### config.mk
export PLATFORM = sky130hd
export DESIGN_NAME = local_dir_pred
export DESIGN_NICKNAME = d
export VERILOG_FILES = /design/src/common/bpu_cfg_pkg.sv /design/src/common/bpu_types_pkg.sv /design/src/hdl/dp_table.sv /design/src/dir/local_dir_pred.sv
export SDC_FILE = /design/constraint.sdc
export NUM_CORES = 1
export LEC_CHECK = 0
export ABC_AREA = 1
export BUFFER_PORTS_ARGS = -buffer_cell sky130_fd_sc_hd__buf_2
export CELL_PAD_IN_SITES_DETAIL_PLACEMENT = 1
export CELL_PAD_IN_SITES_GLOBAL_PLACEMENT = 1
export CORE_MARGIN = 2
export CORE_UTILIZATION = 45
export DETAILED_ROUTE_END_ITERATION = 6
export PLACE_DENSITY = 0.75
export SLEW_MARGIN = 20
export SYNTH_ARGS = -nofsm -noshare
export SYNTH_HDL_FRONTEND = slang
export SYNTH_SLANG_ARGS = --single-unit
### constraint.sdc
create_clock -name clk -period 6.5 [get_ports clk]
set_input_delay 0.65 -clock clk [delete_from_list [all_inputs] [get_ports clk]]
set_output_delay 0.65 -clock clk [all_outputs]
set_load 0.05 [all_outputs]
### src/common/bpu_cfg_pkg.sv
package bpu_cfg_pkg;

  // fetch address out of reset
  localparam logic [31:0] RESET_PC = 32'h1c00_0000;

  // default table sizes that the top level may override
  localparam int BTB_ADDR_W_DFLT = 6;
  localparam int BHT_ADDR_W_DFLT = 6;
  localparam int RAS_DEPTH_DFLT  = 8;

  localparam int BTB_TAG_W = 10;

  // local history length per BHT entry
  localparam int BHT_DATA_W = 4;

  // pc[11:10] joined with the local history
  localparam int LPHT_ADDR_W = 2 + BHT_DATA_W;

  // target kinds stored in the BTB
  localparam logic [1:0] TGT_NPC    = 2'd0;
  localparam logic [1:0] TGT_CALL   = 2'd1;
  localparam logic [1:0] TGT_RETURN = 2'd2;
  localparam logic [1:0] TGT_IMM    = 2'd3;

endpackage

### src/common/bpu_types_pkg.sv
package bpu_types_pkg;

  typedef struct packed {
    logic                              valid;
    // branch sits in the second slot
    logic                              fsc;
    logic [bpu_cfg_pkg::BTB_TAG_W-1:0] tag;
    // word address
    logic [29:0]                       target_pc;
    // direction comes from the local predictor
    logic                              cond;
    logic [1:0]                        kind;
  } btb_entry_t;

  typedef struct packed {
    logic        hit;
    logic        cond;
    logic [1:0]  kind;
    logic        fsc;
    logic [31:0] target;
  } btb_hit_t;

  typedef struct packed {
    logic                               taken;
    logic [1:0]                         lphr;
    logic [bpu_cfg_pkg::BHT_DATA_W-1:0] history;
  } dir_pred_t;

  // one-cycle record from execute with miss as the strobe
  typedef struct packed {
    logic                                             miss;
    logic [31:0]                                      pc;
    logic [31:0]                                      true_target;
    logic [1:0]                                       true_kind;
    logic                                             true_cond;
    logic                                             true_taken;
    logic [bpu_cfg_pkg::BHT_DATA_W-1:0]               history;
    logic [1:0]                                       lphr;
    logic [$clog2(bpu_cfg_pkg::RAS_DEPTH_DFLT)-1:0]   ras_ptr;
  } bpu_correct_t;

  // travels with the fetch block and comes back in a correction
  typedef struct packed {
    logic                                             taken;
    logic [1:0]                                       kind;
    logic [1:0]                                       lphr;
    logic [bpu_cfg_pkg::BHT_DATA_W-1:0]               history;
    logic [$clog2(bpu_cfg_pkg::RAS_DEPTH_DFLT)-1:0]   ras_ptr;
  } bpu_predict_t;

  typedef struct packed {
    logic [31:0] pc0;
    logic [31:0] pc1;
    logic [1:0]  valid;
  } fetch_t;

  typedef struct packed {
    logic        valid;
    logic [31:0] target;
  } redirect_t;

endpackage

### src/hdl/dp_table.sv
`timescale 1ns/100ps

module dp_table #(
  parameter int DATA_W   = 8,
  parameter int ADDR_W   = 4,
  parameter int READ_LAT = 1
) (
  input  logic              clk,
  input  logic              rst_n,
  input  logic              we_i,
  input  logic [ADDR_W-1:0] waddr_i,
  input  logic [DATA_W-1:0] wdata_i,
  input  logic              re_i,
  input  logic [ADDR_W-1:0] raddr_i,
  output logic [DATA_W-1:0] rdata_o
);

  localparam int DEPTH = 1 << ADDR_W;

  logic [DATA_W-1:0] mem [DEPTH];

  // whole array clears in one reset cycle
  always_ff @(posedge clk) begin
    if (!rst_n) begin
      for (int i = 0; i < DEPTH; i++) begin
        mem[i] <= '0;
      end
    end else if (we_i) begin
      mem[waddr_i] <= wdata_i;
    end
  end

  generate
    if (READ_LAT == 0) begin : g_comb_rd
      assign rdata_o = mem[raddr_i];
    end else begin : g_reg_rd
      logic [DATA_W-1:0] rdata_q;

      // holds the last read while re_i is low
      always_ff @(posedge clk) begin
        if (!rst_n) begin
          rdata_q <= '0;
        end else if (re_i) begin
          rdata_q <= mem[raddr_i];
        end
      end

      assign rdata_o = rdata_q;
    end
  endgenerate

  a_read_lat : assert property (@(posedge clk) READ_LAT inside {0, 1});

endmodule

### src/dir/local_dir_pred.sv
`timescale 1ns/100ps

module local_dir_pred #(
  parameter int BHT_ADDR_W = bpu_cfg_pkg::BHT_ADDR_W_DFLT
) (
  input  logic                        clk,
  input  logic                        rst_n,
  input  logic                        adv_i,
  input  logic [31:0]                 ppc_i,
  input  logic [31:0]                 pc_i,
  input  bpu_types_pkg::bpu_correct_t correct_i,
  output bpu_types_pkg::dir_pred_t    dir_o
);

  localparam int HIST_W = bpu_cfg_pkg::BHT_DATA_W;
  localparam int LPHT_W = bpu_cfg_pkg::LPHT_ADDR_W;

  // fold two block-address fields together
  function automatic logic [BHT_ADDR_W-1:0] bht_index(input logic [31:0] pc);
    return pc[BHT_ADDR_W+2:3] ^ pc[2*BHT_ADDR_W+2:BHT_ADDR_W+3];
  endfunction

  function automatic logic [1:0] next_lphr(input logic [1:0] old, input logic taken);
    case (old)
      2'b00:   return {1'b0, taken};
      2'b01:   return {taken, 1'b0};
      2'b10:   return {taken, 1'b1};
      default: return {1'b1, taken};
    endcase
  endfunction

  logic [BHT_ADDR_W-1:0] bht_idx_q;
  logic [HIST_W-1:0]     bht_rdata;
  logic [LPHT_W-1:0]     lpht_ridx;
  logic [1:0]            lphr_rdata;
  logic                  upd;
  logic [BHT_ADDR_W-1:0] bht_widx;
  logic [HIST_W-1:0]     bht_wdata;
  logic [LPHT_W-1:0]     lpht_widx;
  logic [1:0]            lpht_wdata;

  always_ff @(posedge clk) begin
    if (!rst_n) begin
      bht_idx_q <= bht_index(bpu_cfg_pkg::RESET_PC);
    end else if (adv_i) begin
      bht_idx_q <= bht_index(ppc_i);
    end
  end

  // only conditional branches train history
  assign upd        = correct_i.miss && correct_i.true_cond;
  assign bht_widx   = bht_index(correct_i.pc);
  assign bht_wdata  = {correct_i.history[HIST_W-2:0], correct_i.true_taken};
  // the pattern entry that produced this prediction
  assign lpht_widx  = {correct_i.pc[11:10], correct_i.history};
  assign lpht_wdata = next_lphr(correct_i.lphr, correct_i.true_taken);

  dp_table #(
    .DATA_W  (HIST_W),
    .ADDR_W  (BHT_ADDR_W),
    .READ_LAT(0)
  ) u_bht (
    .clk    (clk),
    .rst_n  (rst_n),
    .we_i   (upd),
    .waddr_i(bht_widx),
    .wdata_i(bht_wdata),
    .re_i   (1'b1),
    .raddr_i(bht_idx_q),
    .rdata_o(bht_rdata)
  );

  assign lpht_ridx = {pc_i[11:10], bht_rdata};

  dp_table #(
    .DATA_W  (2),
    .ADDR_W  (LPHT_W),
    .READ_LAT(0)
  ) u_lpht (
    .clk    (clk),
    .rst_n  (rst_n),
    .we_i   (upd),
    .waddr_i(lpht_widx),
    .wdata_i(lpht_wdata),
    .re_i   (1'b1),
    .raddr_i(lpht_ridx),
    .rdata_o(lphr_rdata)
  );

  always_comb begin
    dir_o.taken   = lphr_rdata[1];
    dir_o.lphr    = lphr_rdata;
    dir_o.history = bht_rdata;
  end

endmodule

==> summary by stage <==
Pwr
The largest voltage drop on the vdd net is 0.180 mV. Summed over all cells, the static leakage comes to around 8.5 nW. Dividing total power by cell area gives a power density of 299 nW/um^2.

Clocking
The number of gates resized after CTS was 0. The number of buffers on the longest clock path is 3. In this run, post-CTS hold repair placed 0 buffers. Once the clock tree was built, the setup fixing pass inserted 0 buffers. Clock tree synthesis inserted a total of 45 buffers. The clock network latency to the later pin of the worst-skew pair is 0.58 ns. TritonCTS built the clock tree. After clock tree synthesis, the clock-pin slew on the worst setup and hold paths is approximately 0.05 ns. CTS placed an instance of clkbuf_16 at the clock tree root.

The H-tree was split into 2 levels. The tree built by TritonCTS fans out to about 400 sinks.

Global route
The largest net degree at the start of global routing is 85. The via count of the first global-routing pass is 15,500. The remaining global-route overflow is 0. In the global route stage, overall resource usage came out at 0.250. The first-pass GRT wire length is 84,600 um. The initial antenna violation count is 0.

Routing
For this run, design rule violations remaining after detail routing come to 0. The number of iterations in the first detailed-routing pass is 5. The total length of routed wires is 54,500 um. The via count is 15,000. The antenna violation net count after detailed routing is 0. The vias per cell is approximately 5.6.

The number of violations reported at the end of detailed-routing iteration 0 is between 1,000 and 1,500. After detailed routing, the average wire length per cell comes to 20.3 um.

Logic synthesis
In the synthesized netlist, the number of instances is 2,134. The mean cell area of the mapped netlist is between 9 and 10 um^2. For this run, the leading register cell type out of synthesis is edfxtp_1. The share of the Yosys chip area taken by registers is 0.612. The number of flops mapped to enable cells by yosys is 384.

The number of nets in the synthesized netlist is 2,279. The async set or reset register ratio after synthesis is 0. Synthesis instantiated 24 different standard cells from the library.

The flip-flop and latch count after synthesis is roughly 400. The post-synthesis instance area is 19,200 um^2. For this run, the number of Yosys warnings is 0.

Floorplan
The die outline width is ~210 um. The height of the chip is 211 um. Row generation in the floorplan step produced 75 rows. The floorplan step defined a die boundary enclosing 44,400 um^2. For this configuration, the core starts out at a cell density of 0.457. In this run the standard cell core region covers between 40,000 and 50,000 um^2. 152 I/O pins were placed.

Finish
Compared with the post-synthesis result, the final layout area differs by 10.1%. The count of placed standard cells in the final layout, fillers left out is 2,691. The fraction of final layout cells sized beyond drive strength 1 is 0.0739.

The count of filler cells inserted in the layout is 4,858. The layout net count is 2,261. The top cell types in the final layout, fill and taps aside, are 612 x nand2_1, 422 x nor2_1, 384 x edfxtp_1, 358 x nand3_1, 94 x inv_1. The most frequent standard cell in the layout excluding fill and tap cells is nand2_1. The final antenna diode count is 0.

Worst setup path
In this design, the stage delay of the slowest critical-path cell is 0.75 ns. STA classifies the critical path startpoint as a flip-flop. The kind of cell adding the most delay to the critical path is buffers and inverters.

The endpoint class of the critical path is a primary output. The required arrival time at the worst endpoint is between 5 and 6 ns. The most used cell along the critical path is nand3_1. The maximum fanout count along the critical path is 84. The critical path goes through buf_4 > nand2_1 > nand3_1 > nand3_1 > nand2_1 > nand2_1 > nand3_1 > nand3_2 > nand2_2 > buf_4 > inv_1 > nand2_1 > nand3_1 > nand3_1 > nand3_1 > nand3_1 > nand3_1 > nand2_1 > buf_2. The arrival time reported for the critical path endpoint is 4.90 ns. The critical path contains buffers and inverters numbering 4 combined. Among all stages on the critical path, the largest delay is contributed by buf_4. The setup path with the least slack is of type reg -> out.

Outcome
The run finished with clean final reports.

STA
The setup violation total in the final timing report is 0. On the final layout, the worst hold slack is between 0.4 and 0.5 ns. Setup total negative slack on the finished layout was measured at 0 ns. The part of the cycle the worst path needs is 0.854. The highest attainable clock frequency is 0.180 GHz.

Setup repair after global routing left no endpoint under its margin. The count of pins over their slew limit came to 0. In this run the tightest slew margin relative to its limit is 0.247. The number of hold violations in the final report came to 0.

The time the final worst path needs with I/O delays and setup is roughly 5.5 ns. The worst-case clock skew is 0.00888 ns. For the pin with the worst max-slew slack, the measured transition is 1.12 ns.

Worst hold path
The path class of the lowest-slack min-delay path is in -> reg.

Placed design
The HPWL after detailed placement is 33,400 um. Input and output buffers added on the ports amount to 44. The total instance count after detailed placement is 2,608. Routability-driven placement finished with a final weighted congestion of 0.770.

Flow run
Max-cap violations in this run came to 0.
-- synth_stat cells (11+ instances only) --
master    number  area share
nand3_1      359       0.093
nand3b_1      50       0.020
clkbuf_1      62       0.012
edfxtp_1     384        0.60
o21ai_0       11      0.0029
nand2_1      613        0.12
dfxtp_1       12       0.012
buf_4         26       0.010
nor3_1        17      0.0044
inv_1         98       0.019
nor2_1       422       0.082
buf_2         32      0.0083
-- sequential cells by signal, summed over array words and instances, names as in the netlist, named ones only --
register / flops
u_bht.mem: 256
bht_idx_q: 6
u_lpht.mem: 128
-- through the flow --
step / power (W) / utilization / cell area (um^2) / worst slack, ns
floorplan: 0.00365 / - / 19200 / 3.13
global placement: 0.00390 / 0.470 / 19700 / 1.71
detailed placement: 0.00393 / 0.470 / 19800 / 1.59
CTS: 0.00637 / 0.503 / 21200 / 0.947
global route: 0.00656 / 0.504 / 21200 / 0.493
finish: 0.00634 / 0.504 / 21200 / 0.950
-- final timing paths --
| kind | start | endpoint | slack (ns) | cells past startpoint |
|---|---|---|---|---|
| setup reg to reg | bht_idx_q[5]$_SDFFE_PN0P_ | bht_idx_q[5]$_SDFFE_PN0P_ | 5.72 | 4 |
| hold reg to reg | bht_idx_q[0]$_SDFFE_PN0P_ | flip-flop | 0.58 | 4 |
| hold / removal | ppc_i[3] | flip-flop | 0.44 | 4 |
| setup / recovery | flip-flop | dir_o[6] | 0.95 | 19 |
-- area by class of cell --
cell class                 instances  area, um^2  area share
sequential                       396       11800       0.556
multi-input combinational       1501        6530       0.308
clock buffer                      63        1240      0.0584
tap                              539         674      0.0318
timing repair buffer              68         403      0.0190
inverter                         104         392      0.0185
clock inverter                    20         165     0.00780
-- power by group --
part | leakage (nW) | total [W] | switching (W) | internal [W]
combinational | 4.05 | 0.000911 | 0.000680 | 0.000231
clock | 0.682 | 0.00245 | 0.00101 | 0.00144
sequential | 3.75 | 0.00297 | 0.0000470 | 0.00293
-- cells by family (layout without fill, tap and decap cells) --
group / after synthesis / count (layout) / synth area share
AO/OA/AOI/OAI: 14 / 14 / 0.00364
buffers and inverters: 237 / 255 / 0.0546
flip-flops: 396 / 396 / 0.612
XOR/XNOR: 12 / 12 / 0.00546
AND/OR/NAND/NOR: 1475 / 1475 / 0.324
-- worst reg2reg max path, stage by stage, from the launching register on --
cell	delay, ns
dfxtp_1	0.29
nor2_1	0.10
nor2_1	0.04
o21ai_0	0.07
inv_1	0.13
-- routing by layer --
layer	track usage	share of wire	up-vias
li1	-	-	7044
met1	0.322	0.43	7507
met2	0.425	0.49	334
met3	0.0428	0.053	93
met4	0.0891	0.030	0
met5	0	0	-
Power figures use the tool's default switching activity.
