<file path="config.mk">
export PLATFORM = sky130hd
export DESIGN_NAME = btb_lookup
export DESIGN_NICKNAME = d
export VERILOG_FILES = /design/src/common/bpu_cfg_pkg.sv /design/src/common/bpu_types_pkg.sv /design/src/hdl/dp_table.sv /design/src/btb/btb_lookup.sv
export SDC_FILE = /design/constraint.sdc
export NUM_CORES = 2
export LEC_CHECK = 0
export ABC_CLOCK_PERIOD_IN_PS = 5550
export BUFFER_PORTS_ARGS = -buffer_cell sky130_fd_sc_hd__buf_2
export CORE_MARGIN = 5
export CORE_UTILIZATION = 40
export CTS_CLUSTER_SIZE = 16
export DETAILED_ROUTE_END_ITERATION = 16
export SYNTH_ARGS = -nofsm -noshare
export SYNTH_HDL_FRONTEND = slang
export SYNTH_SLANG_ARGS = --single-unit
</file>
<file path="constraint.sdc">
create_clock -name clk -period 5.55 [get_ports clk]
set_input_delay 1.11 -clock clk [delete_from_list [all_inputs] [get_ports clk]]
set_output_delay 1.11 -clock clk [all_outputs]
set_load 0.02 [all_outputs]
</file>
<file path="src/common/bpu_cfg_pkg.sv">
package bpu_cfg_pkg;

  // fetch address out of reset
  localparam logic [31:0] RESET_PC = 32'h1c00_0000;

  // default table sizes that the top level may override
  localparam int BTB_ADDR_W_DFLT = 6;
  localparam int BHT_ADDR_W_DFLT = 6;
  localparam int RAS_DEPTH_DFLT  = 8;

  localparam int BTB_TAG_W = 10;

  // local history length per BHT entry
  localparam int BHT_DATA_W = 4;

  // pc[11:10] joined with the local history
  localparam int LPHT_ADDR_W = 2 + BHT_DATA_W;

  // target kinds stored in the BTB
  localparam logic [1:0] TGT_NPC    = 2'd0;
  localparam logic [1:0] TGT_CALL   = 2'd1;
  localparam logic [1:0] TGT_RETURN = 2'd2;
  localparam logic [1:0] TGT_IMM    = 2'd3;

endpackage

</file>
<file path="src/common/bpu_types_pkg.sv">
package bpu_types_pkg;

  typedef struct packed {
    logic                              valid;
    // branch sits in the second slot
    logic                              fsc;
    logic [bpu_cfg_pkg::BTB_TAG_W-1:0] tag;
    // word address
    logic [29:0]                       target_pc;
    // direction comes from the local predictor
    logic                              cond;
    logic [1:0]                        kind;
  } btb_entry_t;

  typedef struct packed {
    logic        hit;
    logic        cond;
    logic [1:0]  kind;
    logic        fsc;
    logic [31:0] target;
  } btb_hit_t;

  typedef struct packed {
    logic                               taken;
    logic [1:0]                         lphr;
    logic [bpu_cfg_pkg::BHT_DATA_W-1:0] history;
  } dir_pred_t;

  // one-cycle record from execute with miss as the strobe
  typedef struct packed {
    logic                                             miss;
    logic [31:0]                                      pc;
    logic [31:0]                                      true_target;
    logic [1:0]                                       true_kind;
    logic                                             true_cond;
    logic                                             true_taken;
    logic [bpu_cfg_pkg::BHT_DATA_W-1:0]               history;
    logic [1:0]                                       lphr;
    logic [$clog2(bpu_cfg_pkg::RAS_DEPTH_DFLT)-1:0]   ras_ptr;
  } bpu_correct_t;

  // travels with the fetch block and comes back in a correction
  typedef struct packed {
    logic                                             taken;
    logic [1:0]                                       kind;
    logic [1:0]                                       lphr;
    logic [bpu_cfg_pkg::BHT_DATA_W-1:0]               history;
    logic [$clog2(bpu_cfg_pkg::RAS_DEPTH_DFLT)-1:0]   ras_ptr;
  } bpu_predict_t;

  typedef struct packed {
    logic [31:0] pc0;
    logic [31:0] pc1;
    logic [1:0]  valid;
  } fetch_t;

  typedef struct packed {
    logic        valid;
    logic [31:0] target;
  } redirect_t;

endpackage

</file>
<file path="src/hdl/dp_table.sv">
`timescale 1ns/100ps

module dp_table #(
  parameter int DATA_W   = 8,
  parameter int ADDR_W   = 4,
  parameter int READ_LAT = 1
) (
  input  logic              clk,
  input  logic              rst_n,
  input  logic              we_i,
  input  logic [ADDR_W-1:0] waddr_i,
  input  logic [DATA_W-1:0] wdata_i,
  input  logic              re_i,
  input  logic [ADDR_W-1:0] raddr_i,
  output logic [DATA_W-1:0] rdata_o
);

  localparam int DEPTH = 1 << ADDR_W;

  logic [DATA_W-1:0] mem [DEPTH];

  // whole array clears in one reset cycle
  always_ff @(posedge clk) begin
    if (!rst_n) begin
      for (int i = 0; i < DEPTH; i++) begin
        mem[i] <= '0;
      end
    end else if (we_i) begin
      mem[waddr_i] <= wdata_i;
    end
  end

  generate
    if (READ_LAT == 0) begin : g_comb_rd
      assign rdata_o = mem[raddr_i];
    end else begin : g_reg_rd
      logic [DATA_W-1:0] rdata_q;

      // holds the last read while re_i is low
      always_ff @(posedge clk) begin
        if (!rst_n) begin
          rdata_q <= '0;
        end else if (re_i) begin
          rdata_q <= mem[raddr_i];
        end
      end

      assign rdata_o = rdata_q;
    end
  endgenerate

  a_read_lat : assert property (@(posedge clk) READ_LAT inside {0, 1});

endmodule

</file>
<file path="src/btb/btb_lookup.sv">
`timescale 1ns/100ps

module btb_lookup #(
  parameter int BTB_ADDR_W = bpu_cfg_pkg::BTB_ADDR_W_DFLT
) (
  input  logic                        clk,
  input  logic                        rst_n,
  input  logic                        adv_i,
  input  logic [31:0]                 ppc_i,
  input  logic [31:0]                 pc_i,
  input  bpu_types_pkg::bpu_correct_t correct_i,
  output bpu_types_pkg::btb_hit_t     hit_o
);

  localparam int TAG_W  = bpu_cfg_pkg::BTB_TAG_W;
  localparam int TAG_LO = BTB_ADDR_W + 3;

  // one entry per 8-byte block
  function automatic logic [BTB_ADDR_W-1:0] btb_index(input logic [31:0] pc);
    return pc[BTB_ADDR_W+2:3];
  endfunction

  function automatic logic [TAG_W-1:0] btb_tag(input logic [31:0] pc);
    return pc[TAG_LO +: TAG_W];
  endfunction

  bpu_types_pkg::btb_entry_t wr_entry;
  bpu_types_pkg::btb_entry_t rd_entry;
  logic [BTB_ADDR_W-1:0]     wr_idx;
  logic [BTB_ADDR_W-1:0]     rd_idx;
  logic                      tag_match;

  assign wr_idx = btb_index(correct_i.pc);
  assign rd_idx = btb_index(ppc_i);

  // fresh entry from the correction record
  always_comb begin
    wr_entry.valid     = 1'b1;
    wr_entry.fsc       = correct_i.pc[2];
    wr_entry.tag       = btb_tag(correct_i.pc);
    wr_entry.target_pc = correct_i.true_target[31:2];
    wr_entry.cond      = correct_i.true_cond;
    wr_entry.kind      = correct_i.true_kind;
  end

  // read at ppc, so the data lines up with pc on the next cycle
  dp_table #(
    .DATA_W  ($bits(bpu_types_pkg::btb_entry_t)),
    .ADDR_W  (BTB_ADDR_W),
    .READ_LAT(1)
  ) u_btb_table (
    .clk    (clk),
    .rst_n  (rst_n),
    .we_i   (correct_i.miss),
    .waddr_i(wr_idx),
    .wdata_i(wr_entry),
    .re_i   (adv_i),
    .raddr_i(rd_idx),
    .rdata_o(rd_entry)
  );

  assign tag_match = rd_entry.valid && (rd_entry.tag == btb_tag(pc_i));

  always_comb begin
    // slot 1 only fetch needs a slot 1 branch
    hit_o.hit    = tag_match && (!pc_i[2] || rd_entry.fsc);
    hit_o.cond   = rd_entry.cond;
    hit_o.kind   = rd_entry.kind;
    hit_o.fsc    = rd_entry.fsc;
    hit_o.target = {rd_entry.target_pc, 2'b00};
  end

  // a stalled block keeps its BTB result even across a correction
  a_stall_hit : assert property (
    @(posedge clk) disable iff (!rst_n) !adv_i |=> $stable(hit_o)
  );

endmodule

</file>
==> summary.md <==
| Metric | Value |
|---|---|
| Main synth FF type | edfxtp_1 |
| Crit. End Element | flop |
| Worst-path fanout max | 40 |
| Combinational power share | under 10% |
| Initial antenna violation count | 56 |
| Status | completed |
| Sequential cell area | 0.0867 sq mm |
| Seq/Total Area, Yosys | 65.6% |
| Required @ worst endpoint | 6300 ps |
| Multi-input gate area | 0.0426 sq mm |
| Post-synthesis cell type count | 54 |
| Inserted Clock Buffers | roughly 310 |
| Worst r2r dst | u_btb_table.rdata_o[14]$_SDFFE_PN0P_ |
| RSZ-0062 raised after global routing | no |
| Leak | between 50 and 60 nW |
| Die Span Y | around 600 um |
| Setup TNS | 0 ps |
| Via density | between 5 and 6 |
| GPL Wtd Cong | 0.885 |
| Worst R2R Setup Slack | 2710 ps |
| H-tree depth | 5 |
| Clock share of power | about 40% |
| Largest net degree at the start of global routing | 68 |
| Hold Crit Start | u_btb_table.mem[20][44]$_SDFFE_PP1N_ |
| Post-synthesis mux area share | approximately an eighth |
| Post-Synth Adder-Cell Area | 0% |
| Placed cell areas | around 0.14 sq mm |
| PwrDens | ~330 mW/mm^2 |
| Ports | between 150 and 200 |
| Post-Synth Simple-Gate Area | between 10 and 15% |
| Post-route clock skew | around 45 ps |
| Area grow syn2layout | 12.4% |
| Final nets | between 8000 and 9000 |
| # hold bufs at CTS | 0 |
| Worst-path clk slew | around 60 ps |
| Synth Register Bits | about 3000 |
| WL final | 441 mm |
| Hold depth | 1 |
| Pins over their slew limit | 0 |
| Tcrit/Tclk final | 68.0% |
| Worst IR Drop VDD | about 0.24 mV |
| Fmax | about 260 MHz |
| Final WS setup | 1780 ps |
| Hold EP | u_btb_table.mem[20][44]$_SDFFE_PP1N_ |
| Crit Path Class | input pin to flop |
| Total track usage | 25.3% |
| Int Pwr | roughly 38 mW |
| Die span in x | about 590 um |
| Mapped Cells | 8747 |
| Fraction of layout cells with a size suffix above 1 | a little under a fifth |
| DIE AREA | between 0.3 and 0.4 sq mm |
| Antenna viol nets, final | 0 |
| Max clock buf depth | 4 |
| Vias in the first global route | approximately 78000 |
| Async SR Flop Fraction | 0% |
| Final Power | just under 50 mW |
| Reg-to-Reg Start | u_btb_table.mem[44][14]$_DFFE_PP_ |
| Main combinational cell family by area after synthesis | simple AND/OR/NAND/NOR gates |
| FF-to-FF path depth | 6 |
| Yosys top cell area share | around 64% |
| CTS root buffer | clkbuf_16 |
| Max cap viols | 0 |
| Biggest area consumer among synthesized cells | edfxtp_1 |
| DR WL/cell | approximately 33 um |
| Power share of the sequential group | approximately half |
| Dpl ws | between 1000 and 1500 ps |
| Cell area after layout | 0.149 sq mm |
| Post_cts resized | 0 |
| Yosys warns | 0 |
| Most frequent cells after synthesis | 2835 x and2_1, 2816 x edfxtp_1, 643 x clkbuf_1 |
| Area contributors post-synth | edfxtp_1 64%, and2_1 13%, mux4_2 9.2%, mux2i_1 3.5%, clkbuf_1 1.8% |
| DRC | 0 |
| Final setup violating endpoints | 0 |
| Fin crit period | roughly 3800 ps |
| NetSw | 11.7 mW |
| Worst path arrival time | between 4000 and 5000 ps |
| Synth Area in XOR/XNOR | less than 1% |
| Compound-Gate Fraction of Synth Area | between 3 and 4% |
| Starting Density | about 40% |
| Sink Count | between 2000 and 3000 |
| Router iterations before antenna repair | 6 |
| Switching share of power | between 20% and 30% |
| 1st-iter DRT viols | roughly 11000 |
| Most frequent cell after synthesis | and2_1 |
| Worst slew pin tran | around 1400 ps |
| Post-synth EDFFs | 2816 |
| Cell Area, Synth | roughly 0.13 sq mm |
| Row cnt | between 200 and 250 |
| Hold Fails Final Rpt | 0 |
| Worst-Skew Late Latency | roughly 890 ps |
| Filler cell count in the final layout | 28696 |
| Crit path launch type | input pin |
| DP Wirelength | around 250 mm |
| Port bufs | 105 |
| TritonCTS clock tree | yes |
| Global route overflow | 0 |
| Hold WC Path Type | flop to flop |
| Syn Area/Cell | around 15 sq um |
| Placeable Area | about 0.33 sq mm |
| Global-route wire length before repair | slightly above 600 mm |
| Via Count | 78157 |
| Rel. slew slack | under 10% |
| Setup Buffers After CTS | 0 |
-- stage by stage --
step,hold slack [ps],cells,utilization [%]
2_1_floorplan,422,8748,-
3_3_place_gp,430,12667,42.1
3_5_place_dp,439,12667,42.1
4_1_cts,453,13213,45.0
5_1_grt,468,13219,45.0
6_report,454,13245,45.1
-- cells in the final DEF, fill, tap and decap left out, types with 16 or more instances in the layout --
cell type / n
a22oi_1: 69
o22ai_1: 85
clkbuf_8: 18
o21ai_0: 67
buf_2: 99
clkinv_2: 63
nand2_1: 55
clkinv_1: 47
a221o_1: 28
a32oi_1: 16
o22a_1: 28
nand3_1: 31
clkbuf_1: 67
and2_1: 2835
a31oi_1: 52
nor2_1: 32
edfxtp_1: 2816
a21oi_1: 118
dfxtp_1: 109
o21ai_4: 64
diode_2: 32
mux2i_1: 464
or3_1: 32
nor2_4: 65
buf_4: 322
o221ai_1: 71
clkbuf_16: 320
a21o_1: 64
mux4_2: 543
buf_12: 58
-- flip-flops by register name, summed over array words and instances, names as in the netlist --
signal,count
u_btb_table.rdata_o,45
u_btb_table.mem,2880
-- power groups by stage --
| stage | sequential [mW] | combinational (mW) | clock [mW] |
|---|---|---|---|
| floorplan | 26.0 | 2.22 | 0 |
| finish | 25.7 | 3.94 | 20.1 |
| global placement | 26.0 | 3.86 | 0 |
| CTS | 25.7 | 3.90 | 20.3 |
| global route | 25.7 | 4.08 | 21.2 |
| detailed placement | 26.1 | 3.89 | 0 |
-- kinds of logic (layout without fill, tap and decap cells) --
logic type / Yosys count / after routing
AOI/OAI and AO/OA: 741 / 741
DFF: 2925 / 2925
xor gates and xnor gates: 10 / 10
muxes: 1023 / 1023
and+or+nand+nor: 3112 / 3112
other: 1 / 34
buffers and inverters: 935 / 1034
-- per-layer routing --
metal | part of all wire (%) | global-route usage (%) | vias to the layer above
met5 | 0.030 | 0 | -
li1 | - | - | 31953
met4 | 4.7 | 11.2 | 20
met3 | 11 | 6.47 | 830
met1 | 38 | 33.6 | 40810
met2 | 46 | 39.4 | 4544
-- area by class of cell --
class / instances / share of cell area, %
multi-input combinational: 4888 / 28.7
timing repair buffer: 484 / 2.79
clock buffer: 404 / 5.71
tap: 4366 / 3.67
sequential: 2925 / 58.3
clock inverter: 142 / 0.755
inverter: 4 / 0.0143
antenna: 32 / 0.0539
-- worst max-delay path by stage --
stage | from | endpoint | slack (ps) | depth (start not counted)
2_1_floorplan | correct_i[50] | u_btb_table.mem[25][0]$_DFFE_PP_ | -330 | 5
3_3_place_gp | ppc_i[6] | u_btb_table.rdata_o[15]$_SDFFE_PN0P_ | 1090 | 9
3_5_place_dp | ppc_i[6] | u_btb_table.rdata_o[15]$_SDFFE_PN0P_ | 1090 | 9
4_1_cts | ppc_i[6] | u_btb_table.rdata_o[15]$_SDFFE_PN0P_ | 1980 | 9
5_1_grt | ppc_i[3] | u_btb_table.rdata_o[21]$_SDFFE_PN0P_ | 1750 | 6
6_report | ppc_i[3] | u_btb_table.rdata_o[21]$_SDFFE_PN0P_ | 1780 | 6
-- worst max-delay path, cell delays in order --
cell and delay [ps]:
buf_8 450, nand2_1 930, o21ai_0 1180, a2111oi_1 140, buf_4 240, a221o_1 250
Power figures use the tool's default switching activity.
