==> config.mk <==
export PLATFORM = sky130hd
export DESIGN_NAME = npc_select
export DESIGN_NICKNAME = d
export VERILOG_FILES = /design/src/common/bpu_cfg_pkg.sv /design/src/common/bpu_types_pkg.sv /design/src/hdl/npc_select.sv
export SDC_FILE = /design/constraint.sdc
export NUM_CORES = 1
export LEC_CHECK = 0
export BUFFER_PORTS_ARGS = -buffer_cell sky130_fd_sc_hd__buf_2
export CAP_MARGIN = 20
export CELL_PAD_IN_SITES_DETAIL_PLACEMENT = 0
export CELL_PAD_IN_SITES_GLOBAL_PLACEMENT = 1
export CORE_UTILIZATION = 33
export CTS_CLUSTER_SIZE = 24
export DETAILED_ROUTE_END_ITERATION = 16
export PLACE_DENSITY_LB_ADDON = 0.1
export SKIP_CTS_REPAIR_TIMING = 1
export SLEW_MARGIN = 40
export SYNTH_ARGS = -nofsm -noshare
export SYNTH_HDL_FRONTEND = slang
export SYNTH_SLANG_ARGS = --single-unit
==> constraint.sdc <==
create_clock -name clk -period 11.05 [get_ports clk]
set_clock_uncertainty 0.05 [all_clocks]
set_input_delay 2.7625 -clock clk [delete_from_list [all_inputs] [get_ports clk]]
set_output_delay 2.7625 -clock clk [all_outputs]
set_load 0.01 [all_outputs]
==> src/common/bpu_cfg_pkg.sv <==
package bpu_cfg_pkg;

  // fetch address out of reset
  localparam logic [31:0] RESET_PC = 32'h1c00_0000;

  // default table sizes that the top level may override
  localparam int BTB_ADDR_W_DFLT = 6;
  localparam int BHT_ADDR_W_DFLT = 6;
  localparam int RAS_DEPTH_DFLT  = 8;

  localparam int BTB_TAG_W = 10;

  // local history length per BHT entry
  localparam int BHT_DATA_W = 4;

  // pc[11:10] joined with the local history
  localparam int LPHT_ADDR_W = 2 + BHT_DATA_W;

  // target kinds stored in the BTB
  localparam logic [1:0] TGT_NPC    = 2'd0;
  localparam logic [1:0] TGT_CALL   = 2'd1;
  localparam logic [1:0] TGT_RETURN = 2'd2;
  localparam logic [1:0] TGT_IMM    = 2'd3;

endpackage

==> src/common/bpu_types_pkg.sv <==
package bpu_types_pkg;

  typedef struct packed {
    logic                              valid;
    // branch sits in the second slot
    logic                              fsc;
    logic [bpu_cfg_pkg::BTB_TAG_W-1:0] tag;
    // word address
    logic [29:0]                       target_pc;
    // direction comes from the local predictor
    logic                              cond;
    logic [1:0]                        kind;
  } btb_entry_t;

  typedef struct packed {
    logic        hit;
    logic        cond;
    logic [1:0]  kind;
    logic        fsc;
    logic [31:0] target;
  } btb_hit_t;

  typedef struct packed {
    logic                               taken;
    logic [1:0]                         lphr;
    logic [bpu_cfg_pkg::BHT_DATA_W-1:0] history;
  } dir_pred_t;

  // one-cycle record from execute with miss as the strobe
  typedef struct packed {
    logic                                             miss;
    logic [31:0]                                      pc;
    logic [31:0]                                      true_target;
    logic [1:0]                                       true_kind;
    logic                                             true_cond;
    logic                                             true_taken;
    logic [bpu_cfg_pkg::BHT_DATA_W-1:0]               history;
    logic [1:0]                                       lphr;
    logic [$clog2(bpu_cfg_pkg::RAS_DEPTH_DFLT)-1:0]   ras_ptr;
  } bpu_correct_t;

  // travels with the fetch block and comes back in a correction
  typedef struct packed {
    logic                                             taken;
    logic [1:0]                                       kind;
    logic [1:0]                                       lphr;
    logic [bpu_cfg_pkg::BHT_DATA_W-1:0]               history;
    logic [$clog2(bpu_cfg_pkg::RAS_DEPTH_DFLT)-1:0]   ras_ptr;
  } bpu_predict_t;

  typedef struct packed {
    logic [31:0] pc0;
    logic [31:0] pc1;
    logic [1:0]  valid;
  } fetch_t;

  typedef struct packed {
    logic        valid;
    logic [31:0] target;
  } redirect_t;

endpackage

==> src/hdl/npc_select.sv <==
`timescale 1ns/100ps

module npc_select #(
  parameter int RAS_DEPTH = bpu_cfg_pkg::RAS_DEPTH_DFLT
) (
  input  logic                        clk,
  input  logic                        rst_n,
  input  logic                        stall_i,
  input  bpu_types_pkg::redirect_t    redirect_i,
  input  bpu_types_pkg::bpu_correct_t correct_i,
  input  bpu_types_pkg::btb_hit_t     btb_i,
  input  bpu_types_pkg::dir_pred_t    dir_i,
  output logic [31:0]                 ppc_o,
  output logic [31:0]                 pc_o,
  output logic                        adv_o,
  output bpu_types_pkg::fetch_t       fetch_o,
  output bpu_types_pkg::bpu_predict_t predict_o
);

  localparam int PTR_W      = $clog2(RAS_DEPTH);
  localparam int META_PTR_W = $bits(correct_i.ras_ptr);

  logic [31:0]      pc_q;
  logic [31:0]      blk_pc;
  logic [31:0]      seq_pc;
  logic [31:0]      ppc;
  logic [31:0]      ret_addr;
  logic [31:0]      ras_top;
  logic [31:0]      ras_q [RAS_DEPTH];
  logic [PTR_W-1:0] ras_ptr_q;
  logic [PTR_W-1:0] crr_ptr;
  logic             cond_taken;
  logic             is_ret;
  logic             is_jump;
  logic             pred_taken;
  logic             push;
  logic             pop;
  logic [1:0]       mask;

  assign adv_o  = !stall_i;
  assign blk_pc = {pc_q[31:3], 3'b000};
  assign seq_pc = blk_pc + 32'd8;

  // return lands on the slot after the call
  assign ret_addr = btb_i.fsc ? seq_pc : blk_pc + 32'd4;
  assign ras_top  = ras_q[ras_ptr_q - PTR_W'(1)];
  assign crr_ptr  = PTR_W'(correct_i.ras_ptr);

  always_comb begin
    cond_taken = btb_i.hit && btb_i.cond && dir_i.taken;
    is_ret     = btb_i.hit && !btb_i.cond && (btb_i.kind == bpu_cfg_pkg::TGT_RETURN);
    is_jump    = btb_i.hit && !btb_i.cond &&
                 (btb_i.kind == bpu_cfg_pkg::TGT_CALL || btb_i.kind == bpu_cfg_pkg::TGT_IMM);
    pred_taken = cond_taken || is_ret || is_jump;

    ppc = seq_pc;
    if (redirect_i.valid) begin
      ppc = redirect_i.target;
    end else if (cond_taken) begin
      ppc = btb_i.target;
    end else if (is_ret) begin
      ppc = ras_top;
    end else if (is_jump) begin
      ppc = btb_i.target;
    end
  end

  always_comb begin
    mask = pc_q[2] ? 2'b10 : 2'b11;
    // slot 1 is dead behind a taken slot 0 branch
    if (pred_taken && !btb_i.fsc) begin
      mask = 2'b01;
    end
    if (stall_i) begin
      mask = 2'b00;
    end
  end

  always_ff @(posedge clk) begin
    if (!rst_n) begin
      pc_q <= bpu_cfg_pkg::RESET_PC;
    end else if (adv_o) begin
      pc_q <= ppc;
    end
  end

  assign push = adv_o && is_jump && (btb_i.kind == bpu_cfg_pkg::TGT_CALL);
  assign pop  = adv_o && is_ret;

  // corrections win over this cycle's push or pop
  always_ff @(posedge clk) begin
    if (!rst_n) begin
      ras_ptr_q <= '0;
      for (int i = 0; i < RAS_DEPTH; i++) begin
        ras_q[i] <= '0;
      end
    end else if (correct_i.miss) begin
      if (correct_i.true_kind == bpu_cfg_pkg::TGT_CALL) begin
        ras_q[crr_ptr] <= correct_i.pc + 32'd4;
        ras_ptr_q      <= crr_ptr + PTR_W'(1);
      end else begin
        ras_ptr_q <= crr_ptr;
      end
    end else if (push) begin
      ras_q[ras_ptr_q] <= ret_addr;
      ras_ptr_q        <= ras_ptr_q + PTR_W'(1);
    end else if (pop) begin
      ras_ptr_q <= ras_ptr_q - PTR_W'(1);
    end
  end

  assign ppc_o = ppc;
  assign pc_o  = pc_q;

  always_comb begin
    fetch_o.pc0   = blk_pc;
    fetch_o.pc1   = {pc_q[31:3], 3'b100};
    fetch_o.valid = mask;
  end

  always_comb begin
    predict_o.taken   = pred_taken;
    predict_o.kind    = btb_i.hit ? btb_i.kind : bpu_cfg_pkg::TGT_NPC;
    predict_o.lphr    = dir_i.lphr;
    predict_o.history = dir_i.history;
    // pointer before this block's push or pop
    predict_o.ras_ptr = META_PTR_W'(ras_ptr_q);
  end

  // a stall without a correction holds both the pc and the ras pointer
  a_stall_hold : assert property (
    @(posedge clk) disable iff (!rst_n)
    stall_i && !correct_i.miss |=> $stable(pc_q) && $stable(ras_ptr_q)
  );

endmodule

==> results.md, run 1 <==
- Gate power share: 16.7%
- Largest net degree at the start of global routing: 79
- Port bufs: 242
- Rows: 81
- RSZ-0062 raised after global routing: false
- Cell count after placement: 2,261
- Share of layout cells above drive strength 1: 25.05%
- Worst Reg2Reg Path Length in Cells: 9
- Worst-Skew Late Latency: 560 ps
- Flop-to-flop setup slack: 6210 ps
- Pint: 2.112 mW
- IO Pins: 301
- Core area: 48,850 um^2
- DP Worst Slack: 2985 ps
- Library cells used by synthesis: 75
- Startpoint Class: flip-flop
- Final Routed Wirelength: 61,100 um
- Reg power frac: 43.7%
- Max frequency: 122.4 MHz
- Hold Path Sink: pc_o[0]
- Worst IR Drop VDD: 74.39 uV
- # diodes: 0
- Most frequent cells in the layout: nor2_1 (306), edfxtp_1 (256), buf_2 (242)
- Clock transition at path regs: 60 ps
- Fin. Hold Viols: 0
- Die area: 50,330 um^2
- Via Count: 12,620
- Avg Cell Area, Syn: 10.85 um^2
- Register bit total from synthesis: 291
- GRT Total Usage: 24.15%
- DP Area: 17,600 um^2
- Number of remaining DRC errors: 0
- Number of global-route vias before repair: 12,300
- Tmin final: 8172 ps
- Syn Std Cell Area: 16,310 um^2
- Gr ovfl total: 0
- Final cell count without fillers: 2,325
- Hpwl dp: 40,880 um
- Mean routed wirelength per cell: 26.28 um
- Sequential area share after synthesis: 51.41%
- Ys async rst share: 0%
- TritonCTS clock tree: yes
- Final setup fails: 0
- Hold crit path type: reg2reg
- Die width: 224.3 um
- Pwr Density: 156.6 nW/um^2
- Simple-gate share of the synthesized area: 17.44%
- Mux cell area share after synthesis: 11.57%
- Synth Area in Compound Gates: 8.574%
- Max Slew Vio Count: 0
- Htree depth: 2
- CTS buffer count: 36
- Max Cap Viol: 0
- WP data required: 8240 ps
- CTS Sinks: 291
- Period utilisation layout: 73.95%
- P_sw: 0.8226 mW
- Ys Warns: 0
- Die Y: 224.3 um
- Initial core utilization: 33.40%
- Worst setup EP type: primary output
- Final worst slack: 2878 ps
- Main synth FF type: edfxtp_1
- Post-synthesis xor/xnor area fraction: 3.766%
- Hold depth: 2
- Data arrival, critical path: 5360 ps
- Clk buf depth: 3
- Total negative slack: 0 ps
- Worst r2r src: ras_ptr_q[0]
- Clock share of power: 39.6%
- Area Growth Syn to Fin: 14.90%
- Clk Tree Root Cell: clkbuf_16
- First-pass GRT wire length: 87,290 um
- Crit Path Max Fanout: 33
- Final instance area: 18,750 um^2
- Pre-antenna DRT Iters: 5
- GPL Wtd Cong: 0.8085
- Adder-Cell Fraction of Synth Area: 0.3835%
- Setup CP Type: reg2out
- Worst Hold Launch: pc_o[0]
- Layout Nets: 1,799
- Number of nets with antenna violations after routing: 0
- Most common cell after layout, fill and taps aside: nor2_1
- Leakage power: 7.295 nW
- EDFF count, synth: 256
- Switching part of the total power: 28.03%
- Initial antenna violation count: 2
- Via-to-Cell Ratio: 5.429
- 1st-iter DRT viols: 1,096
- Worst R2R End: pc_o[27]
- Worst Tran Pin Value: 851.6 ps
- Synth Instances: 1,503
- Main combinational cell family by area after synthesis: simple AND/OR/NAND/NOR gates
- Status: complete, no violations
- Max-slew headroom: 41.60%
[worst max-delay path by stage]
stage / start / to / slack [ps] / cells after the start
final: ras_ptr_q[0] / ppc_o[27] / 2880 / 10
after global routing: ras_ptr_q[0] / ppc_o[27] / 2560 / 10
after CTS: ras_ptr_q[0] / ppc_o[27] / 2790 / 10
after detailed placement: btb_i[36] / ppc_o[18] / 2980 / 7
after global placement: btb_i[36] / ppc_o[29] / 2840 / 7
after floorplan: btb_i[34] / ppc_o[27] / 4100 / 6
[routing by layer]
metal	vias to the layer above	GRT usage, %	share of wire, %
met2	443	39.44	47
li1	5698	-	-
met5	-	0	0.021
met1	6417	33.21	45
met4	2	6.452	2.0
met3	63	3.932	6.2
[sequential cells by signal, indices dropped and copies added (netlist names)]
signal	count
ras_q	256
pc_o	32
ras_ptr_q	3
[Yosys cell counts, types with 8 or more instances]
cell type | n | area (um^2)
mux2i_1 | 37 | 370.4
clkbuf_1 | 63 | 236.5
xor2_1 | 30 | 262.8
nand2_1 | 107 | 401.6
and3_1 | 19 | 118.9
and2_1 | 18 | 112.6
edfxtp_1 | 256 | 7687
a21oi_1 | 52 | 260.3
a31oi_1 | 12 | 75.07
nand2b_1 | 13 | 81.33
o21ai_0 | 41 | 205.2
o21ai_1 | 8 | 40.04
and4_1 | 9 | 78.83
nor2b_1 | 12 | 75.07
nor3_1 | 32 | 160.2
nor2_1 | 306 | 1149
nand3_1 | 40 | 200.2
buf_2 | 32 | 160.2
nor4_1 | 16 | 100.1
inv_1 | 13 | 48.80
xnor2_1 | 37 | 324.1
dfxtp_1 | 35 | 700.7
o22ai_1 | 9 | 56.30
nand4_1 | 24 | 150.1
o31ai_1 | 14 | 105.1
buf_4 | 75 | 563.0
mux4_2 | 54 | 1216
mux2_2 | 9 | 101.4
[kinds of logic (layout without fill, tap and decap cells)]
logic type | Yosys count | after routing
other | 2 | 6
and+or+nand+nor | 625 | 625
adders and majority gates | 5 | 5
AOI/OAI and AO/OA | 209 | 209
xor gates and xnor gates | 68 | 68
muxes | 108 | 108
DFF | 291 | 291
buffers and inverters | 195 | 349
[critical path, cell delays in order (launching register included)]
cell and delay [ps]:
dfxtp_4 700, clkinv_1 620, ha_2 470, xor2_4 530, buf_4 670, mux4_2 610, mux2i_1 480, o22ai_1 140
a21oi_1 230, o31ai_1 110, buf_2 180
[power groups by stage]
stage / registers (mW) / logic [mW] / clock network, mW
after floorplan: 1.29 / 0.327 / 0
after global placement: 1.31 / 0.488 / 0
after detailed placement: 1.31 / 0.491 / 0
after CTS: 1.28 / 0.493 / 1.18
after global routing: 1.29 / 0.524 / 1.22
final: 1.28 / 0.491 / 1.16
[per-stage QoR]
stage	utilization (%)	hold WS [ps]	power, mW
after floorplan	-	528.5	1.614
after global placement	35.94	517.2	1.793
after detailed placement	36.03	534.4	1.798
after CTS	38.34	547.5	2.960
after global routing	38.37	577.5	3.032
final	38.37	540.0	2.935
[cell type report]
class | count | area [um^2]
fill | 4870 | 30100
multi-input combinational | 1021 | 6903
timing repair buffer | 271 | 1433
sequential | 291 | 8392
clock buffer | 49 | 1011
clock inverter | 14 | 120.1
inverter | 15 | 56.30
tap | 664 | 830.8
Power figures use the tool's default switching activity.
==> inputs of run 2 (changes only) <==
clock period = 7.3 ns   (was 11.05 ns; I/O delays follow)
==> results.md, run 2 (same netlist as run 1, synthesis figures left out) <==
- Worst IR Drop VDD: 129.3 uV (+74%)
- Setup CP Type: in2out
- Slowest-stage cell, CP: nand2_1
- Via Count: 12,580 (-0.38%)
- Leakage power: 7.340 nW (+0.62%)
- Startpoint Class: primary input
- Clk buf depth: 3 (unchanged)
- # diodes: 0 (unchanged)
- Via-to-Cell Ratio: 5.381 (-0.89%)
- Initial antenna violation count: 1 (-1)
- Max reg flops: 256 (unchanged)
- Number of nets with antenna violations after routing: 0 (unchanged)
- First-pass GRT wire length: 87,730 um (+0.51%)
- Rows: 81 (unchanged)
- Clk Tree Root Cell: clkbuf_16
- IO Pins: 301 (unchanged)
- GPL Wtd Cong: 0.8274 (+2.3%)
- Port bufs: 242 (unchanged)
- Gr ovfl total: 0 (unchanged)
- Layout Nets: 1,812 (+0.72%)
- Worst Tran Pin Value: 811.6 ps (-39.98 ps)
- Max Cap Viol: 0 (unchanged)
- Period utilisation layout: 84.38%
- Number of global-route vias before repair: 12,240 (-0.54%)
- Htree depth: 2 (unchanged)
- Most frequent cells in the layout: nor2_1 (306), edfxtp_1 (256), buf_2 (243)
- Die Y: 224.3 um (unchanged)
- Slowest stage delay, CP: 630 ps (-70 ps)
- Overall power: 4.416 mW (+50%)
- Share of layout cells above drive strength 1: 25.34% (+0.30 points)
- Core area: 48,850 um^2 (unchanged)
- Cells along the critical path: buf_2 -> nor2b_1 -> nand2_1 -> nor3_1 -> o21ai_0 -> and2_1 -> buf_2
- Largest net degree at the start of global routing: 79 (unchanged)
- Crit Path Max Fanout: 13 (-61%)
- Pre-antenna DRT Iters: 5 (unchanged)
- Area Growth Syn to Fin: 15.43%
- Total negative slack: 0 ps (unchanged)
- Clock transition at path regs: 60 ps (about the same)
- Worst setup EP type: primary output
- 1st-iter DRT viols: 1,017 (-7.2%)
- Final setup fails: 0 (unchanged)
- Flop-to-flop setup slack: 3700 ps (-2510 ps)
- CTS Sinks: 291 (unchanged)
- TritonCTS clock tree: yes
- Pwr Density: 234.5 nW/um^2 (+50%)
- Hold depth: 2 (unchanged)
- Worst Reg2Reg Path Length in Cells: 10 (+1)
- Tmin final: 6159 ps
- Hold crit path type: reg2reg
- Final Routed Wirelength: 61,780 um (+1.1%)
- RSZ-0062 raised after global routing: false
- GRT Total Usage: 24.44% (+0.29 points)
- Number of remaining DRC errors: 0 (unchanged)
- Status: complete, no violations
- Worst R2R End: pc_o[30]
- Max frequency: 162.4 MHz
- Hpwl dp: 42,120 um (+3.0%)
- CTS buffer count: 35 (-2.8%)
- Max-slew headroom: 45.89% (+4.3 points)
- CP Launch Point: btb_i[36]
- Worst r2r src: ras_ptr_q[0]
- Largest reg by FF count: ras_q
- Most common cell on crit path: buf_2
- Fin. Hold Viols: 0 (unchanged)
- Worst-Skew Late Latency: 560 ps (about the same)
- Mean routed wirelength per cell: 26.43 um (+0.58%)
- Die width: 224.3 um (unchanged)
- WP data required: 5430 ps (-2810 ps)
- CP Capture Point: ppc_o[18]
- Initial core utilization: 33.40% (unchanged)
- Max Slew Vio Count: 0 (unchanged)
- Most common cell after layout, fill and taps aside: nor2_1
- Die area: 50,330 um^2 (unchanged)
- Data arrival, critical path: 4280 ps (-1080 ps)
-- run 2: cell count changes in the layout (fill, tap and decap cells not counted), moves of 2 or more --
cell	change
nand2_1	+5
clkinvlp_4	+2
clkbuf_16	-2
buf_4	+10
nand2_2	-5
clkbuf_8	-4
buf_12	+4
-- run 2: metal layers --
layer | track usage, % | routed length [um] | up-vias
met5 | 0 | 14 | -
met4 | 6.539 | 1265 | 2
met3 | 4.063 | 4131 | 73
met2 | 40.72 | 29720 | 483
met1 | 32.85 | 26640 | 6287
li1 | - | - | 5730
-- run 2: final cells by class --
| cell class | count | area [um^2] |
|---|---|---|
| clock buffer | 43 | 905.9 |
| clock inverter | 18 | 175.2 |
| fill | 4846 | 30020 |
| inverter | 15 | 56.30 |
| multi-input combinational | 1021 | 6890 |
| sequential | 291 | 8392 |
| tap | 664 | 830.8 |
| timing repair buffer | 285 | 1582 |
-- run 2: power by group --
| part | switching [mW] | internal (mW) | total (mW) |
|---|---|---|---|
| sequential | 0.0581 | 1.88 | 1.94 |
| combinational | 0.475 | 0.297 | 0.772 |
| clock | 0.718 | 0.991 | 1.71 |
-- run 2: worst min-delay path by stage --
| stage | startpoint | to |
|---|---|---|
| 4_1_cts | pc_o[1] | pc_o[1] |
| 2_1_floorplan | pc_o[13] | pc_o[13] |
| 3_3_place_gp | pc_o[1] | pc_o[1] |
| 5_1_grt | pc_o[0] | pc_o[0] |
| 6_report | pc_o[0] | pc_o[0] |
| 3_5_place_dp | pc_o[1] | pc_o[1] |
-- run 2: through the flow --
step / std cells / utilization (%) / area, um^2 / setup WS [ps] / hold WS, ps
2_1_floorplan: 1507 / - / 16330 / 2228 / 528.5
3_3_place_gp: 2275 / 36.26 / 17710 / 1190 / 518.0
3_5_place_dp: 2275 / 36.30 / 17730 / 1144 / 535.8
4_1_cts: 2336 / 38.52 / 18820 / 1131 / 549.3
5_1_grt: 2337 / 38.55 / 18830 / 1030 / 584.9
6_report: 2337 / 38.55 / 18830 / 1141 / 540.4
-- run 2: critical path: cells and delay by family --
family | cells | cell delay (ps)
simple gates | 4 | 1870
compound gates | 1 | 220
buf+inv | 2 | 370
